[src/design/carrierLoopPkg.sv]
// ------------------------------
// Carrier loop shared types
// Sample, configuration, status, AXI4-Lite and register map
// ------------------------------

`default_nettype none

package carrierLoopPkg;

  // Complex sample, mixer input and output, oscillator output
  typedef struct packed {
    logic signed [17:0] i;
    logic signed [17:0] q;
  } cplxSample;

  // Loop configuration from the register block
  typedef struct packed {
    logic        invertError;
    logic        zeroError;
    logic        clearAccum;
    logic [4:0]  leadExp;
    logic [4:0]  lagExp;
    logic [31:0] limit;
    logic [15:0] lockCount;
    logic [7:0]  syncThreshold;
  } loopConfig;

  // Status returned for readback
  typedef struct packed {
    logic        carrierLock;
    logic [31:0] lagAccumHigh;
    logic [31:0] freqWord;
  } loopStatus;

  // AXI4-Lite master to slave
  typedef struct packed {
    logic [7:0]  awaddr;
    logic        awvalid;
    logic [31:0] wdata;
    logic [3:0]  wstrb;
    logic        wvalid;
    logic        bready;
    logic [7:0]  araddr;
    logic        arvalid;
    logic        rready;
  } axiLiteReq;

  // AXI4-Lite slave to master
  typedef struct packed {
    logic        awready;
    logic        wready;
    logic [1:0]  bresp;
    logic        bvalid;
    logic        arready;
    logic [31:0] rdata;
    logic [1:0]  rresp;
    logic        rvalid;
  } axiLiteRsp;

  localparam logic [1:0] AXI_OKAY = 2'b00;

  // ------------------------------
  // Register offsets
  // ------------------------------
  localparam logic [7:0] REG_CONTROL = 8'h00;
  localparam logic [7:0] REG_GAINS   = 8'h04;
  localparam logic [7:0] REG_LIMIT   = 8'h08;
  localparam logic [7:0] REG_LOCK    = 8'h0C;
  localparam logic [7:0] REG_STATUS  = 8'h10;
  localparam logic [7:0] REG_LAG     = 8'h14;
  localparam logic [7:0] REG_FREQ    = 8'h18;

endpackage

`default_nettype wire

[src/design/loopFilter.sv]
// ------------------------------
// Carrier loop filter
// Error adjust, lead/lag filter, frequency word
// ------------------------------

`timescale 1ns/1ps
`default_nettype none

module loopFilter
  import carrierLoopPkg::*;
(
  input  wire logic              clk,
  input  wire logic              reset,
  input  wire logic              symEn,
  input  wire logic signed [7:0] phaseError,
  input  wire loopConfig         cfg,
  output logic [31:0]            lagAccumHigh,
  output logic [31:0]            freqWord
);

  logic signed [7:0]  adjError;
  logic signed [39:0] errorExt;
  logic signed [39:0] leadTerm;
  logic signed [39:0] lagTerm;
  logic signed [39:0] lagAccum;
  logic signed [39:0] accumSum;
  logic signed [39:0] clampedAccum;
  logic signed [39:0] nextAccum;
  logic signed [39:0] filterSum;
  logic signed [40:0] sumWide;
  logic signed [40:0] posLimit;
  logic signed [40:0] negLimit;

  // Zero, invert or pass the detector error
  always_comb begin
    if (cfg.zeroError) adjError = 8'sd0;
    else if (cfg.invertError) adjError = 8'sd0 - phaseError;
    else adjError = phaseError;
  end

  assign errorExt = {{32{adjError[7]}}, adjError};
  assign leadTerm = errorExt <<< cfg.leadExp;
  assign lagTerm  = errorExt <<< cfg.lagExp;

  // ------------------------------
  // Integrator with clamp
  // ------------------------------
  assign accumSum = lagAccum + lagTerm;
  assign sumWide  = {accumSum[39], accumSum};
  // Limit is in units of 256 integrator LSBs
  assign posLimit = $signed({1'b0, cfg.limit, 8'h00});
  assign negLimit = -posLimit;

  always_comb begin
    if (sumWide > posLimit) clampedAccum = posLimit[39:0];
    else if (sumWide < negLimit) clampedAccum = negLimit[39:0];
    else clampedAccum = accumSum;
  end

  assign nextAccum = cfg.clearAccum ? 40'sd0 : clampedAccum;
  assign filterSum = nextAccum + leadTerm;

  always_ff @(posedge clk) begin
    if (reset) begin
      lagAccum <= '0;
      freqWord <= '0;
    end else begin
      // Clear holds the integrator at zero between symbols too
      if (symEn || cfg.clearAccum) lagAccum <= nextAccum;
      if (symEn) freqWord <= filterSum[39:8];
    end
  end

  assign lagAccumHigh = lagAccum[39:8];

endmodule

`default_nettype wire

[config.mk]
export PLATFORM = sky130hd
export DESIGN_NAME = loopFilter
export DESIGN_NICKNAME = d
export VERILOG_FILES = /design/src/design/carrierLoopPkg.sv /design/src/design/loopFilter.sv
export SDC_FILE = /design/constraint.sdc
export NUM_CORES = 1
export LEC_CHECK = 0
export ABC_CLOCK_PERIOD_IN_PS = 33200
export BUFFER_PORTS_ARGS = -buffer_cell sky130_fd_sc_hd__buf_4
export CAP_MARGIN = 20
export CORE_UTILIZATION = 41
export DETAILED_ROUTE_END_ITERATION = 6
export SYNTH_ARGS = -nofsm -noshare
export SYNTH_HDL_FRONTEND = slang
export SYNTH_SLANG_ARGS = --single-unit
[constraint.sdc]
create_clock -name clk -period 33.2 [get_ports clk]
set_input_delay 1.66 -clock clk [delete_from_list [all_inputs] [get_ports clk]]
set_output_delay 1.66 -clock clk [all_outputs]
set_load 0.05 [all_outputs]
Yosys cells after proc, flatten, opt, wreduce, memory -nomap -nowiden
Index checks and enable logic that the tools add are counted.

word-level totals
  bits in registers = 72

cells by class
  reductions and logical operators = 1
  muxes and demuxes = 5
  add/sub/neg operators = 4
  shift operators = 2
  order comparisons = 2

operator list
  operator             count
  $mux 40              3
  $add 40x40->40       2
  $sshl 8x5->40        2
  $gt 40x41->1         1
  $lt 40x41->1         1
  $neg 40->41          1
  $mux 8               2
  $sub 1x8->8 const A  1
  $logic_or 1x1->1     1

Depth between registers and ports, before layout
Gate-level depths: netlist of the first run.

  depth in word-level cells = 10
  depth in mapped cells = 58
  gate-level depth less buffers = 56

Least setup slack after synthesis of the first run
OpenSTA, ideal clock, no wires.

  path kind = input-to-reg
  from = input port phaseError[1]
  to = register freqWord[25]
  setup slack = 20952 ps
  required time = 33083 ps
  arrival = 12131 ps
  cell stages on the path = 53
  path through = or4_1 -> o41a_1 -> mux2i_4 -> inv_1 -> clkbuf_1 -> nand2_1 -> o21ai_0 -> o21ai_0 -> inv_1 -> a21oi_1 -> o22ai_1 -> ha_1 -> a21oi_1 -> o21bai_1 -> a221o_1 -> a221o_1 -> o21a_1 -> o21a_1 -> [... 17 more ...] -> buf_1 -> a211oi_1 -> a211oi_1 -> ha_1 -> and2_1 -> a221oi_1 -> o21ai_0 -> a21o_1 -> a21o_1 -> a21o_1 -> a21oi_1 -> nor2_1 -> a211oi_1 -> o21ai_2 -> a41oi_2 -> a21oi_1 -> or3_1 -> a32o_1

between the ends
  cells in the longest elaborated chain, start to end = 10
  elaborated cells between the ends (all ways) = 12
  classes of those cells = add/sub (3); order compare (2); shift (2); mux (5)

RTL lines
  element                 RTL line          text
  start: declaration      loopFilter.sv:15  input wire logic signed [7:0] phaseError,
  $sub 1x8->8             loopFilter.sv:37  else if (cfg.invertError) adjError = 8'sd0 - phaseError;
  $mux 8 *                loopFilter.sv:37
  $mux 8 *                loopFilter.sv:36  if (cfg.zeroError) adjError = 8'sd0;
  $sshl 8x5->40 *         loopFilter.sv:43  assign lagTerm = errorExt <<< cfg.lagExp;
  $add 40x40->40 *        loopFilter.sv:48  assign accumSum = lagAccum + lagTerm;
  $lt 40x41->1            loopFilter.sv:56  else if (sumWide < negLimit) clampedAccum = negLimit[39:0];
  $mux 40                 loopFilter.sv:56
  $mux 40 *               loopFilter.sv:55  if (sumWide > posLimit) clampedAccum = posLimit[39:0];
  $mux 40 *               loopFilter.sv:60  assign nextAccum = cfg.clearAccum ? 40'sd0 : clampedAccum;
  via nextAccum[9]        loopFilter.sv:28  logic signed [39:0] nextAccum;
  $add 40x40->40 *        loopFilter.sv:61  assign filterSum = nextAccum + leadTerm;
  end signal: assignment  loopFilter.sv:70  if (symEn) freqWord <= filterSum[39:8];
  end: declaration        loopFilter.sv:18  output logic [31:0] freqWord

The timed path passes the listed nets; every way through them passes the cells marked *.
A chain may end at the register's enable or synchronous reset.

Final worst setup path of the first run
Same ends and word-level chain as after synthesis.

==> results of run 1 <==
-- cell usage in the layout (no fill, tap or decap), drive strengths merged, types with 22 or more instances in the layout --
master  netlist  routed
nor2        171     171
a21oi       161     161
nand2       140     140
ha          140     140
buf          43     125
o21ai       110     110
inv          97     101
dfxtp        72      72
xnor2        70      70
a21o         47      47
a211oi       45      45
mux2i        45      45
nor2b        40      40
nor3         29      29
nand3        26      26
xor2         25      25
o22ai        25      25
a22oi        23      23
nand4        22      22
-- routing by layer --
| layer | share of wire [%] | track usage, % |
|---|---|---|
| met1 | 47 | 37.30 |
| met2 | 45 | 43.26 |
| met3 | 4.6 | 2.309 |
| met4 | 3.2 | 9.322 |
| met5 | 0 | 0 |
-- cell type report --
type                       count  area, µm²  share of cell area, %
multi-input combinational   1358       9140                  72.17
sequential                    72       1441                  11.38
timing repair buffer         125      938.4                  7.410
tap                          372      465.4                  3.675
inverter                      97      364.1                  2.875
clock buffer                   9      225.2                  1.778
clock inverter                 7      87.58                 0.6916
antenna                        1      2.502                0.01976
-- worst register-to-register path, delay by kind of cell (launching register included) --
kind | cells | cell delay, ns
fa+ha+maj | 4 | 1.38
compound gates | 26 | 6.01
flops | 1 | 0.32
mux | 1 | 0.14
buf+inv | 2 | 0.76
simple gates | 8 | 1.41
xor+xnor | 1 | 0.21
-- through the flow --
stage | power (W) | utilization (%) | setup WS (ns) | instance area [µm²] | hold slack (ns)
after global placement | 0.0003804 | 45.44 | 18.70 | 12350 | 0.4404
after floorplan | 0.0003080 | - | 20.95 | 11460 | 0.4362
final | 0.0004891 | 46.60 | 18.79 | 12660 | 0.4519
after detailed placement | 0.0003827 | 45.44 | 18.70 | 12350 | 0.4441
after global routing | 0.0005217 | 46.60 | 17.97 | 12660 | 0.4822
after CTS | 0.0004889 | 46.59 | 19.01 | 12660 | 0.4592
-- sequential cells by signal (all words and copies together), names as in the netlist --
register	cells
lagAccum	40
freqWord	32
-- path summary, 6_finish.rpt --
path | depth (start not counted) | slack, ns | to | start
setup / recovery | 50 | 18.79 | freqWord[25] | phaseError[1]
hold / removal | 2 | 0.45 | freqWord[28] | freqWord[28]
setup reg to reg | 42 | 22.88 | freqWord[25] | lagAccum[0]
hold reg to reg | 2 | 0.45 | freqWord[28] | freqWord[28]
-- cell families (layout without fill, tap and decap cells) --
family,Yosys count,in the layout,synth area share [%]
DFF,72,72,12.58
and+or+nand+nor,535,535,22.17
AOI/OAI and AO/OA,530,530,29.35
muxes,54,54,5.023
xor gates and xnor gates,96,96,7.459
other,0,1,0
buffers and inverters,205,238,7.775
adders and majority gates,143,143,15.64
-- power by group through the flow --
stage          clock [W]  sequential (W)  combinational, W
6_report        0.000105        0.000102          0.000282
3_5_place_dp           0        0.000104          0.000279
4_1_cts         0.000106        0.000102          0.000280
2_1_floorplan          0        0.000122          0.000186
3_3_place_gp           0        0.000104          0.000276
5_1_grt         0.000110        0.000103          0.000309
==> out/results.env, run 1 <==
VDD_DROP_MAX_uV=24.10
WORSTPATHREQUIRED_NS=33.45
AREAGROWTHSYNTHTOFINISH_PCT=10.54
CLOCK_SINKS=72
CORE_REGION_AREA_UM2=27180
FIN_WORST_SKEW_NS=0.01072
STARTPOINT_TYPE='input pin'
FINALSETUPTNS_NS=0
CTS_BUFFERS=9
MAX-CAP-VIOLATIONS=0
INITIAL_CORE_UTIL_PCT=42.16
NUMBER_OF_ANTENNA_VIOLATIONS_AT_THE_FIRST_CHECK_IN_GLOBAL_ROUTING=1
FIRST_ITER_VIOLATIONS=1018
GRT_SETUP_UNREPAIRED='false'
TRITONCTS_CLOCK_TREE='built'
CTS-RESIZED-GATES=0
YS_SEQ_AREA_SHARE_PCT=12.58
DRT-PASS1-ITER-COUNT=5
GLOBALROUTETOTALUTIL_PCT=26.83
GRT_OVERFLOW_TOTAL=0
END_KIND='register'
LARGEST_DELAY_CONTRIBUTOR_FAMILY_ON_THE_CRITICAL_PATH='compound AO/OA/AOI/OAI gates'
DETAIL-ROUTE-ANTENNA-NETS=0
COUNT_OF_BUFFERS_FROM_PORT_BUFFERING=119
N_FILL_CELL=2864
CRITICAL_PATH_AT_NS=14.66
CRIT_TOP_CELL='sky130_fd_sc_hd__a21oi_1'
LAYOUT.CELLS.NON_FILLER=2041
SYNTH_AREA_LEADER_CELL='sky130_fd_sc_hd__ha_1'
POST-ROUTE-MIN-PERIOD_NS=14.41
DOMINANTREGCELLSYNTH='sky130_fd_sc_hd__dfxtp_1'
SYNTH.FF_LATCH_COUNT=72
MAX-SLEW-MARGIN-REL_PCT=36.39
CTS_ROOT_BUF='sky130_fd_sc_hd__clkbuf_16'
SYNTH.CELLS.MOST_FREQUENT='sky130_fd_sc_hd__nor2_1, sky130_fd_sc_hd__a21oi_1, sky130_fd_sc_hd__ha_1, sky130_fd_sc_hd__nand2_1, sky130_fd_sc_hd__o21ai_0'
NETLIST_AREA_UM2=11460
HOLD_PATH_CLASS='reg -> reg'
AREA_SHARE_OF_THE_LEADING_CELL_TYPE_IN_THE_SYNTHESIZED_NETLIST_PCT=15.29
CTSLONGESTPATHBUFFERS=2
VIAS=11828
VIAS_IN_THE_FIRST_GLOBAL_ROUTE=10820
SYNTH.AREA.TOP_CELLS='sky130_fd_sc_hd__ha_1, sky130_fd_sc_hd__dfxtp_1, sky130_fd_sc_hd__a21oi_1'
SETUP_VIOL=0
TIMING_HOLD_VIOLATIONS_FINAL=0
FINAL_HPWL_FROM_DETAILED_PLACEMENT_UM=30750
INTERNAL_POWER_CONTRIBUTION_W=0.0002580
SEQ_POWER_SHARE_PCT=20.9
ROUTED_WIRELENGTH_UM=38470
CP.BUFFERS_INVERTERS=4
P_SWITCHING_W=0.0002311
SYNTHESIS.NETS=1856
HOLDBUFCOUNTCTS=0
CORE.ROWCOUNT=60
H_TREE_LEVELS=3
POST_SYNTH_INST_COUNT=1635
GRT_MAX_DEGREE=70
CRITICAL_PATH.SLOWEST_CELL='sky130_fd_sc_hd__buf_4'
ROUTEDWLPERCELL_UM=18.85
POWER.DENSITY_nW_PER_UM2=38.62
TOTAL_LEAKAGE_POWER_nW=5.727
PWR-SHARE-COMB_PCT=57.6
POST_ROUTE_CELLS_DRIVE_ABOVE_1_SHARE_PCT=10.55
DIE_AREA_UM2=28620
CP_MAX_FO=69
STATUS='completed'
DRCVIOLATIONCOUNT=0
CLOCKPOWERSHARE_PCT=21.5
DESIGN.FINAL.NETS=1884
TIMING_MAX_TRANSITION_VIOLATIONS_FINAL=0
POSTSYNTH.ASYNCRESETSHARE_PCT=0
MAXCLOCKFREQUENCY_GHz=0.06941
SYNTH_ENABLE_FLOP_CELLS=0
MEAN_INSTANCE_SIZE_IN_THE_SYNTHESIZED_NETLIST_UM2=7.007
CTS.REPAIR_TIMING.SETUP_BUFFER_COUNT=0
SYNTHMOSTINSTANTIATEDCELL='sky130_fd_sc_hd__nor2_1'
BOUNDARYPINS=144
SYNTH-WARNING-COUNT=0
FP.DIEW_UM=169.2
VERTICAL_DIE_DIMENSION_UM=169.2
ROUTED_VIA_DENSITY=5.795
SYNTH_CELL_TYPES=73
WORST_PIN_SLEW_NS=0.9484
FINALCRITPERIODSHARE_PCT=43.40
INSERTION_DELAY_NS=0.36
CRITICALPATHCATEGORY='in -> reg'
GP_CONGESTION=0.9244
SWITCHING_SHARE_PCT=47.26
GRT_FIRST_PASS_WIRELENGTH_UM=60090
CRITICAL_PATH.MAX_STAGE_DELAY_NS=0.67
PLACEDCELLCOUNT=2024
CLKSLEWWORSTSETUPHOLDPATHS_NS=0.06
(Power assumes the default switching activity.)
==> run 2: changes to the inputs <==
--- a/config.mk
+++ b/config.mk
@@ -5,7 +5,8 @@
 export SDC_FILE = /design/constraint.sdc
 export NUM_CORES = 1
 export LEC_CHECK = 0
-export ABC_CLOCK_PERIOD_IN_PS = 33200
+export ABC_AREA = 1
+export ABC_CLOCK_PERIOD_IN_PS = 14100
 export BUFFER_PORTS_ARGS = -buffer_cell sky130_fd_sc_hd__buf_4
 export CAP_MARGIN = 20
 export CORE_UTILIZATION = 41
==> constraint.sdc (replaced) <==
create_clock -name clk -period 14.1 [get_ports clk]
set_input_delay 0.705 -clock clk [delete_from_list [all_inputs] [get_ports clk]]
set_output_delay 0.705 -clock clk [all_outputs]
set_load 0.05 [all_outputs]
==> out/results.env, run 2 <==
CRITICAL_PATH.SLOWEST_CELL='sky130_fd_sc_hd__a21oi_1'  # was sky130_fd_sc_hd__buf_4
ROUTEDWLPERCELL_UM=17.16  # was 18.85 µm
GRT_MAX_DEGREE=66  # was 70
AREAGROWTHSYNTHTOFINISH_PCT=9.706  # was 10.54%
VIAS=13594  # was 11828
STARTPOINT_TYPE='input pin'  # unchanged
N_FILL_CELL=3213  # was 2864
MAX_FLOP_REGISTER='lagAccum'  # unchanged
REGTOREGENDPOINT='freqWord[31]'  # was freqWord[25]
SYNTH.AREA.TOP_CELLS='sky130_fd_sc_hd__nand2_1, sky130_fd_sc_hd__ha_1, sky130_fd_sc_hd__dfxtp_1'  # was sky130_fd_sc_hd__ha_1, sky130_fd_sc_hd__dfxtp_1, sky130_fd_sc_hd__a21oi_1
BOUNDARYPINS=144  # unchanged
FIN_WORST_SKEW_NS=0.01218  # was 0.01072 ns
FINAL_UTIL_PCT=46.14  # was 46.60%
HOLDPATHSTAGES=2  # unchanged
MAXCLOCKFREQUENCY_GHz=0.09569
DRT-PASS1-ITER-COUNT=5  # unchanged
DESIGN.FINAL.NETS=2359  # was 1884
GRT_SETUP_UNREPAIRED='false'  # unchanged
SYNTH.CELLS.MOST_FREQUENT='sky130_fd_sc_hd__nand2_1, sky130_fd_sc_hd__inv_1, sky130_fd_sc_hd__nor2_1, sky130_fd_sc_hd__a21oi_1, sky130_fd_sc_hd__o21ai_0'  # was sky130_fd_sc_hd__nor2_1, sky130_fd_sc_hd__a21oi_1, sky130_fd_sc_hd__ha_1, sky130_fd_sc_hd__nand2_1, sky130_fd_sc_hd__o21ai_0
INSERTION_DELAY_NS=0.36  # about the same
CRIT_TOP_CELL='sky130_fd_sc_hd__nand2_1'  # was sky130_fd_sc_hd__a21oi_1
MAX-SLEW-MARGIN-REL_PCT=48.27  # was 36.39%
TIMING_MAX_TRANSITION_VIOLATIONS_FINAL=0  # unchanged
R2R_SLACK_NS=6.01  # was 22.88 ns
YS_SEQ_AREA_SHARE_PCT=11.84  # was 12.58%
CP_MAX_FO=34  # was 69
CORE_REGION_AREA_UM2=28940  # was 27180 µm²
HOLD_PATH_CLASS='reg -> reg'  # unchanged
FINAL_HPWL_FROM_DETAILED_PLACEMENT_UM=35910  # was 30750 µm
INITIAL_CORE_UTIL_PCT=42.06  # was 42.16%
CRITICAL_PATH.MAX_STAGE_DELAY_NS=0.55  # was 0.67 ns
H_TREE_LEVELS=3  # unchanged
POST_ROUTE_CELLS_DRIVE_ABOVE_1_SHARE_PCT=9.379  # was 10.55%
CLOCK_SINKS=72  # unchanged
SYNTH_ENABLE_FLOP_CELLS=0  # unchanged
HOLD_START='lagAccum[7]'  # was freqWord[28]
REG_TOP3='lagAccum x40, freqWord x32'  # unchanged
MAX-CAP-VIOLATIONS=0  # unchanged
LAYOUT.CELLS.MOST_COMMON_LIST='sky130_fd_sc_hd__nand2_1, sky130_fd_sc_hd__inv_1, sky130_fd_sc_hd__nor2_1, sky130_fd_sc_hd__a21oi_1, sky130_fd_sc_hd__o21ai_0'  # was sky130_fd_sc_hd__nor2_1, sky130_fd_sc_hd__a21oi_1, sky130_fd_sc_hd__nand2_1, sky130_fd_sc_hd__ha_1, sky130_fd_sc_hd__buf_4
CTS.REPAIR_TIMING.SETUP_BUFFER_COUNT=0  # unchanged
FINALCRITPERIODSHARE_PCT=74.12
ROUTED_VIA_DENSITY=5.380  # was 5.795
POST-ROUTE-MIN-PERIOD_NS=10.45
CTS_ROOT_BUF='sky130_fd_sc_hd__clkbuf_16'  # unchanged
NETLIST_AREA_UM2=12170  # was 11460 µm²
FP.DIEW_UM=174.3  # was 169.2 µm
GLOBALROUTETOTALUTIL_PCT=28.41  # was 26.83%
ROUTED_WIRELENGTH_UM=43380  # was 38470 µm
SYNTHESIS.NETS=2319  # was 1856
LARGEST_REG_FLOPS=40  # unchanged
FINALSETUPTNS_NS=0  # unchanged
SETUP_VIOL=0  # unchanged
LAYOUT_COMMONEST_CELL='sky130_fd_sc_hd__nand2_1'  # was sky130_fd_sc_hd__nor2_1
DETAIL-ROUTE-ANTENNA-NETS=0  # unchanged
WORSTHOLDENDPOINT='lagAccum[7]'  # was freqWord[28]
CLKSLEWWORSTSETUPHOLDPATHS_NS=0.07  # was 0.06 ns
NUM_ANTENNA_CELLS=0  # was 1
DIE_AREA_UM2=30370  # was 28620 µm²
COUNT_OF_BUFFERS_FROM_PORT_BUFFERING=119  # unchanged
CTS-RESIZED-GATES=0  # unchanged
WORSTPATHREQUIRED_NS=14.36  # was 33.45 ns
GRT_OVERFLOW_TOTAL=0  # unchanged
PLACEDCELLCOUNT=2511  # was 2024
WORST_PIN_SLEW_NS=0.7760  # was 0.9484 ns
GP_CONGESTION=0.9380  # was 0.9244
LAYOUT.CELLS.NON_FILLER=2527  # was 2041
CRITICAL_PATH_AT_NS=10.71  # was 14.66 ns
DRCVIOLATIONCOUNT=0  # unchanged
AREA_SHARE_OF_THE_LEADING_CELL_TYPE_IN_THE_SYNTHESIZED_NETLIST_PCT=15.48  # was 15.29%
VERTICAL_DIE_DIMENSION_UM=174.3  # was 169.2 µm
SYNTH-WARNING-COUNT=0  # unchanged
SYNTHMOSTINSTANTIATEDCELL='sky130_fd_sc_hd__nand2_1'  # was sky130_fd_sc_hd__nor2_1
SYNTH.FF_LATCH_COUNT=72  # unchanged
NUMBER_OF_ANTENNA_VIOLATIONS_AT_THE_FIRST_CHECK_IN_GLOBAL_ROUTING=0  # was 1
CORE.ROWCOUNT=62  # was 60
VIAS_IN_THE_FIRST_GLOBAL_ROUTE=12862  # was 10820
TRITONCTS_CLOCK_TREE='built'  # unchanged
CTSLONGESTPATHBUFFERS=2  # unchanged
TIMING_HOLD_VIOLATIONS_FINAL=0  # unchanged
FF2FF_PATH_DEPTH=40  # was 42
SYNTH_AREA_LEADER_CELL='sky130_fd_sc_hd__nand2_1'  # was sky130_fd_sc_hd__ha_1
GRT_FIRST_PASS_WIRELENGTH_UM=67640  # was 60090 µm
CRITICALPATHCATEGORY='in -> reg'  # unchanged
POWER.DENSITY_nW_PER_UM2=102.4  # was 38.62 nW/µm²
VDD_DROP_MAX_uV=91.99  # was 24.10 µV
CTS_BUFFERS=9  # unchanged
POST_SYNTH_INST_COUNT=2098  # was 1635
POSTSYNTH.ASYNCRESETSHARE_PCT=0  # unchanged
TIMING.RR.START='lagAccum[19]'  # was lagAccum[0]
SYNTH_CELL_TYPES=56  # was 73
STATUS='completed'  # unchanged
DOMINANTREGCELLSYNTH='sky130_fd_sc_hd__dfxtp_1'  # unchanged
TOTAL_LEAKAGE_POWER_nW=6.815  # was 5.727 nW
MEAN_INSTANCE_SIZE_IN_THE_SYNTHESIZED_NETLIST_UM2=5.800  # was 7.007 µm²
HOLDWS_NS=0.4743  # was 0.4519 ns
FIRST_ITER_VIOLATIONS=1243  # was 1018
END_KIND='register'  # unchanged
HOLDBUFCOUNTCTS=0  # unchanged
## run 2: critical path: cells and delay by family
family | cells | cell delay (ns)
adder cells (fa/ha/maj) | 3 | 1.20
AO/OA/AOI/OAI | 16 | 3.75
buffers and inverters | 8 | 1.10
AND/OR/NAND/NOR | 23 | 3.48
XOR/XNOR | 2 | 0.40
## run 2: per-layer routing
metal	global-route usage, %	part of all wire (%)	vias up
li1	-	-	6985
met1	37.06	45	6158
met2	48.39	46	370
met3	2.297	5.0	81
met4	10.78	3.5	0
met5	0	0	-
## run 2: worst max path at each step
stage,slack [ns],cells after the start,start,to
4_1_cts,3.75,54,phaseError[1],freqWord[31]
2_1_floorplan,6.50,56,phaseError[0],freqWord[30]
3_5_place_dp,3.40,54,phaseError[1],freqWord[31]
6_report,3.65,52,phaseError[1],freqWord[31]
3_3_place_gp,3.59,56,phaseError[1],freqWord[31]
5_1_grt,2.63,56,phaseError[1],freqWord[22]
## run 2: area by class of cell
class / instances / area, µm² / share of cell area [%]
flip-flops and latches: 72 / 1441 / 10.80
clock inverters: 4 / 30.03 / 0.2249
repair buffers: 123 / 923.4 / 6.917
inverters: 282 / 1059 / 7.929
well taps: 384 / 480.5 / 3.599
clock buffers: 12 / 236.5 / 1.771
multi-input cells: 1650 / 9180 / 68.76
## run 2: through the flow
step	cell area, µm²	total power, W	setup slack [ns]
4_1_cts	13350	0.001364	3.750
5_1_grt	13350	0.001477	2.631
6_report	13350	0.001368	3.650
3_5_place_dp	13080	0.001136	3.403
2_1_floorplan	12170	0.0008946	6.496
3_3_place_gp	13080	0.001128	3.586
## run 2: where the power goes
part | total, W | internal [W] | leakage (nW) | switching [W]
Clock | 0.000221 | 0.000120 | 0.127 | 0.000101
Combinational | 0.000898 | 0.000286 | 6.10 | 0.000612
Sequential | 0.000249 | 0.000229 | 0.591 | 0.0000208
## run 2: logic make-up (layout without fill, tap and decap cells)
kind of cell / count (synthesis) / after routing / share of synthesized area [%]
AOI/OAI and AO/OA: 479 / 479 / 21.92
xor gates and xnor gates: 77 / 77 / 5.542
adders and majority gates: 141 / 141 / 14.56
buffers and inverters: 376 / 421 / 12.74
DFF: 72 / 72 / 11.84
muxes: 3 / 3 / 0.2468
and+or+nand+nor: 950 / 950 / 33.15
==> run 3: changes to the inputs <==
--- a/config.mk
+++ b/config.mk
@@ -5,8 +5,8 @@
 export SDC_FILE = /design/constraint.sdc
 export NUM_CORES = 1
 export LEC_CHECK = 0
-export ABC_AREA = 1
-export ABC_CLOCK_PERIOD_IN_PS = 14100
+export ABC_AREA = 0
+export ABC_CLOCK_PERIOD_IN_PS = 9500
 export BUFFER_PORTS_ARGS = -buffer_cell sky130_fd_sc_hd__buf_4
 export CAP_MARGIN = 20
 export CORE_UTILIZATION = 41
==> constraint.sdc (replaced) <==
create_clock -name clk -period 9.5 [get_ports clk]
set_input_delay 0.475 -clock clk [delete_from_list [all_inputs] [get_ports clk]]
set_output_delay 0.475 -clock clk [all_outputs]
set_load 0.05 [all_outputs]
==> out/results.env, run 3 (synthesized netlist as in run 1, its figures left out) <==
STATUS='finished with violations'  # was completed
VIOLATIONS='setup timing'
CRITICAL_PATH.SLOWEST_CELL='sky130_fd_sc_hd__or4_4'  # was sky130_fd_sc_hd__a21oi_1
LAYOUT_COMMONEST_CELL='sky130_fd_sc_hd__buf_4'  # was sky130_fd_sc_hd__nand2_1
CORE.ROWCOUNT=60  # was 62
GLOBALROUTETOTALUTIL_PCT=30.57  # was 28.41%
DP_WORST_SETUP_SLACK_NS=-1.309  # was 3.403 ns
FINALCRITPERIODSHARE_PCT=105.3
CLOCK_SINKS=72  # unchanged
BOUNDARYPINS=144  # unchanged
HOLD_PATH_CLASS='reg -> reg'  # unchanged
WORSTPATHREQUIRED_NS=9.70  # was 14.36 ns
DRCVIOLATIONCOUNT=0  # unchanged
CRITICAL_PATH.MAX_STAGE_DELAY_NS=0.54  # was 0.55 ns
CLKSLEWWORSTSETUPHOLDPATHS_NS=0.06  # was 0.07 ns
LARGEST_REG_FLOPS=40  # unchanged
VDD_DROP_MAX_uV=91.11  # was 91.99 µV
SETUP_VIOL=24  # was 0
TRITONCTS_CLOCK_TREE='built'  # unchanged
COUNT_OF_BUFFERS_FROM_PORT_BUFFERING=119  # unchanged
CTS_ROOT_BUF='sky130_fd_sc_hd__clkbuf_16'  # unchanged
CP_MAX_FO=6  # was 34
CRIT_TOP_CELL='sky130_fd_sc_hd__a21o_1'  # was sky130_fd_sc_hd__nand2_1
CTS_BUFFERS=9  # unchanged
FINAL_UTIL_PCT=61.39  # was 46.14%
LAYOUT.CELLS.NON_FILLER=2459  # was 2527
TIMING_HOLD_VIOLATIONS_FINAL=0  # unchanged
GRT_SETUP_UNREPAIRED='true'  # was false
FIN_WORST_SKEW_NS=0.01149  # was 0.01218 ns
REG_TOP3='lagAccum x40, freqWord x32'  # unchanged
LARGEST_DELAY_CONTRIBUTOR_FAMILY_ON_THE_CRITICAL_PATH='compound AO/OA/AOI/OAI gates'  # unchanged
NUM_ANTENNA_CELLS=0  # unchanged
FIN_AREA_UM2=16680  # was 13350 µm²
DIE_AREA_UM2=28620  # was 30370 µm²
CP.BUFFERS_INVERTERS=10  # was 8
CRITICALPATHCATEGORY='in -> reg'  # unchanged
MAXCLOCKFREQUENCY_GHz=0.1000
HOLDBUFCOUNTCTS=0  # unchanged
ROUTED_WIRELENGTH_UM=44700  # was 43380 µm
FINAL_SETUP_MARGIN_NS=-0.4995  # was 3.650 ns
GRT_FIRST_PASS_WIRELENGTH_UM=68520  # was 67640 µm
GRT_MAX_DEGREE=59  # was 66
ROUTEDWLPERCELL_UM=18.18  # was 17.16 µm
POST-ROUTE-MIN-PERIOD_NS=10.00
DETAIL-ROUTE-ANTENNA-NETS=0  # unchanged
CORE_REGION_AREA_UM2=27180  # was 28940 µm²
INSERTION_DELAY_NS=0.36  # about the same
VERTICAL_DIE_DIMENSION_UM=169.2  # was 174.3 µm
ROUTED_VIA_DENSITY=5.515  # was 5.380
VIAS=13562  # was 13594
GP_CONGESTION=0.9686  # was 0.9380
MAX_FLOP_REGISTER='lagAccum'  # unchanged
DRT-PASS1-ITER-COUNT=5  # unchanged
TOTAL_LEAKAGE_POWER_nW=7.992  # was 6.815 nW
PLACED_CELL_AREA_UM2=15380  # was 13080 µm²
FINAL_HPWL_FROM_DETAILED_PLACEMENT_UM=35880  # was 35910 µm
GRT_OVERFLOW_TOTAL=0  # unchanged
CTSLONGESTPATHBUFFERS=2  # unchanged
AREAGROWTHSYNTHTOFINISH_PCT=45.62  # was 9.706%
VIAS_IN_THE_FIRST_GLOBAL_ROUTE=12696  # was 12862
CRITICAL_PATH_AT_NS=10.20  # was 10.71 ns
H_TREE_LEVELS=3  # unchanged
FP.DIEW_UM=169.2  # was 174.3 µm
MAX-CAP-VIOLATIONS=0  # unchanged
NUMBER_OF_ANTENNA_VIOLATIONS_AT_THE_FIRST_CHECK_IN_GLOBAL_ROUTING=0  # unchanged
END_KIND='register'  # unchanged
DESIGN.FINAL.NETS=2303  # was 2359
TIMING_MAX_TRANSITION_VIOLATIONS_FINAL=0  # unchanged
MAX-SLEW-MARGIN-REL_PCT=35.56  # was 48.27%
TOTAL_POWER_W=0.002111  # was 0.001368 W
PLACEDCELLCOUNT=2401  # was 2511
STARTPOINT_TYPE='input pin'  # unchanged
LAYOUT.CELLS.MOST_COMMON_LIST='sky130_fd_sc_hd__buf_4, sky130_fd_sc_hd__nor2_1, sky130_fd_sc_hd__nand2_1, sky130_fd_sc_hd__a21oi_1, sky130_fd_sc_hd__ha_1'  # was sky130_fd_sc_hd__nand2_1, sky130_fd_sc_hd__inv_1, sky130_fd_sc_hd__nor2_1, sky130_fd_sc_hd__a21oi_1, sky130_fd_sc_hd__o21ai_0
INITIAL_CORE_UTIL_PCT=42.16  # was 42.06%
POWER.DENSITY_nW_PER_UM2=126.5  # was 102.4 nW/µm²
WORST_PIN_SLEW_NS=0.9643  # was 0.7760 ns
FIRST_ITER_VIOLATIONS=972  # was 1243
POST_ROUTE_CELLS_DRIVE_ABOVE_1_SHARE_PCT=34.12  # was 9.379%
==> run 3: cell types whose count changed in the layout (fill, tap and decap cells not counted), moves of 27 or more <==
cell	previous run	this run
sky130_fd_sc_hd__a21o_1	8	47
sky130_fd_sc_hd__nand3_1	85	26
sky130_fd_sc_hd__xnor2_1	24	66
sky130_fd_sc_hd__nand2_1	502	136
sky130_fd_sc_hd__a211oi_1	5	34
sky130_fd_sc_hd__xor2_1	53	23
sky130_fd_sc_hd__o21ai_0	147	84
sky130_fd_sc_hd__nor2_1	235	158
sky130_fd_sc_hd__a21oi_1	218	134
sky130_fd_sc_hd__nor2b_1	0	37
sky130_fd_sc_hd__buf_4	123	524
sky130_fd_sc_hd__o211ai_1	36	9
sky130_fd_sc_hd__mux2i_1	3	42
sky130_fd_sc_hd__inv_1	266	94
==> run 3: final timing paths <==
check / startpoint / to / depth (start not counted) / slack (ns)
worst min-delay path: freqWord[12] / freqWord[12] / 2 / 0.44
worst min register to register: freqWord[12] / freqWord[12] / 2 / 0.44
worst max register to register: lagAccum[0] / freqWord[22] / 44 / 0.75
worst max-delay path: phaseError[1] / freqWord[22] / 56 / -0.50
==> run 3: final cells by class <==
type | instances | area [µm²]
multi-input combinational | 1358 | 9894
sequential | 72 | 1441
clock inverter | 7 | 95.09
timing repair buffer | 544 | 4198
tap | 372 | 465.4
fill | 2588 | 10490
inverter | 97 | 364.1
clock buffer | 9 | 225.2
==> run 3: repair_timing <==
| action | in CTS | in global routing |
|---|---|---|
| endpoints found under the hold margin | 0 | 0 |
| pin swaps | 30 | 30 |
| setup buffers | 29 | 16 |
| resized for setup | 79 | 74 |
| setup endpoints to repair | 28 | 32 |
==> run 3: metal layers <==
metal | share of wire, % | routed length [µm] | global-route usage [%]
met5 | 0 | 0 | 0
met4 | 2.4 | 1059 | 7.638
met1 | 47 | 21070 | 42.48
met3 | 4.9 | 2169 | 3.358
met2 | 46 | 20400 | 50.12
==> run 3: power by group <==
| part | internal (W) | leakage, nW | switching [W] |
|---|---|---|---|
| registers | 0.000333 | 0.587 | 0.0000258 |
| logic | 0.000621 | 7.25 | 0.000744 |
| clock network | 0.000231 | 0.156 | 0.000157 |
==> run 3: metrics by stage <==
step	hold slack, ns	TNS (ns)
floorplan	0.4362	-2.792
finish	0.4437	-8.054
detailed placement	0.4416	-27.50
global placement	0.4414	-23.17
CTS	0.4501	-7.434
global route	0.4711	-23.24
==> run 3: worst register-to-register path, delay by kind of cell (launching register included) <==
kind	cells	cell delay (ns)
and+or+nand+nor	5	0.93
adders and majority gates	4	1.16
AOI/OAI and AO/OA	28	5.13
buffers and inverters	5	0.71
xor gates and xnor gates	2	0.34
DFF	1	0.32
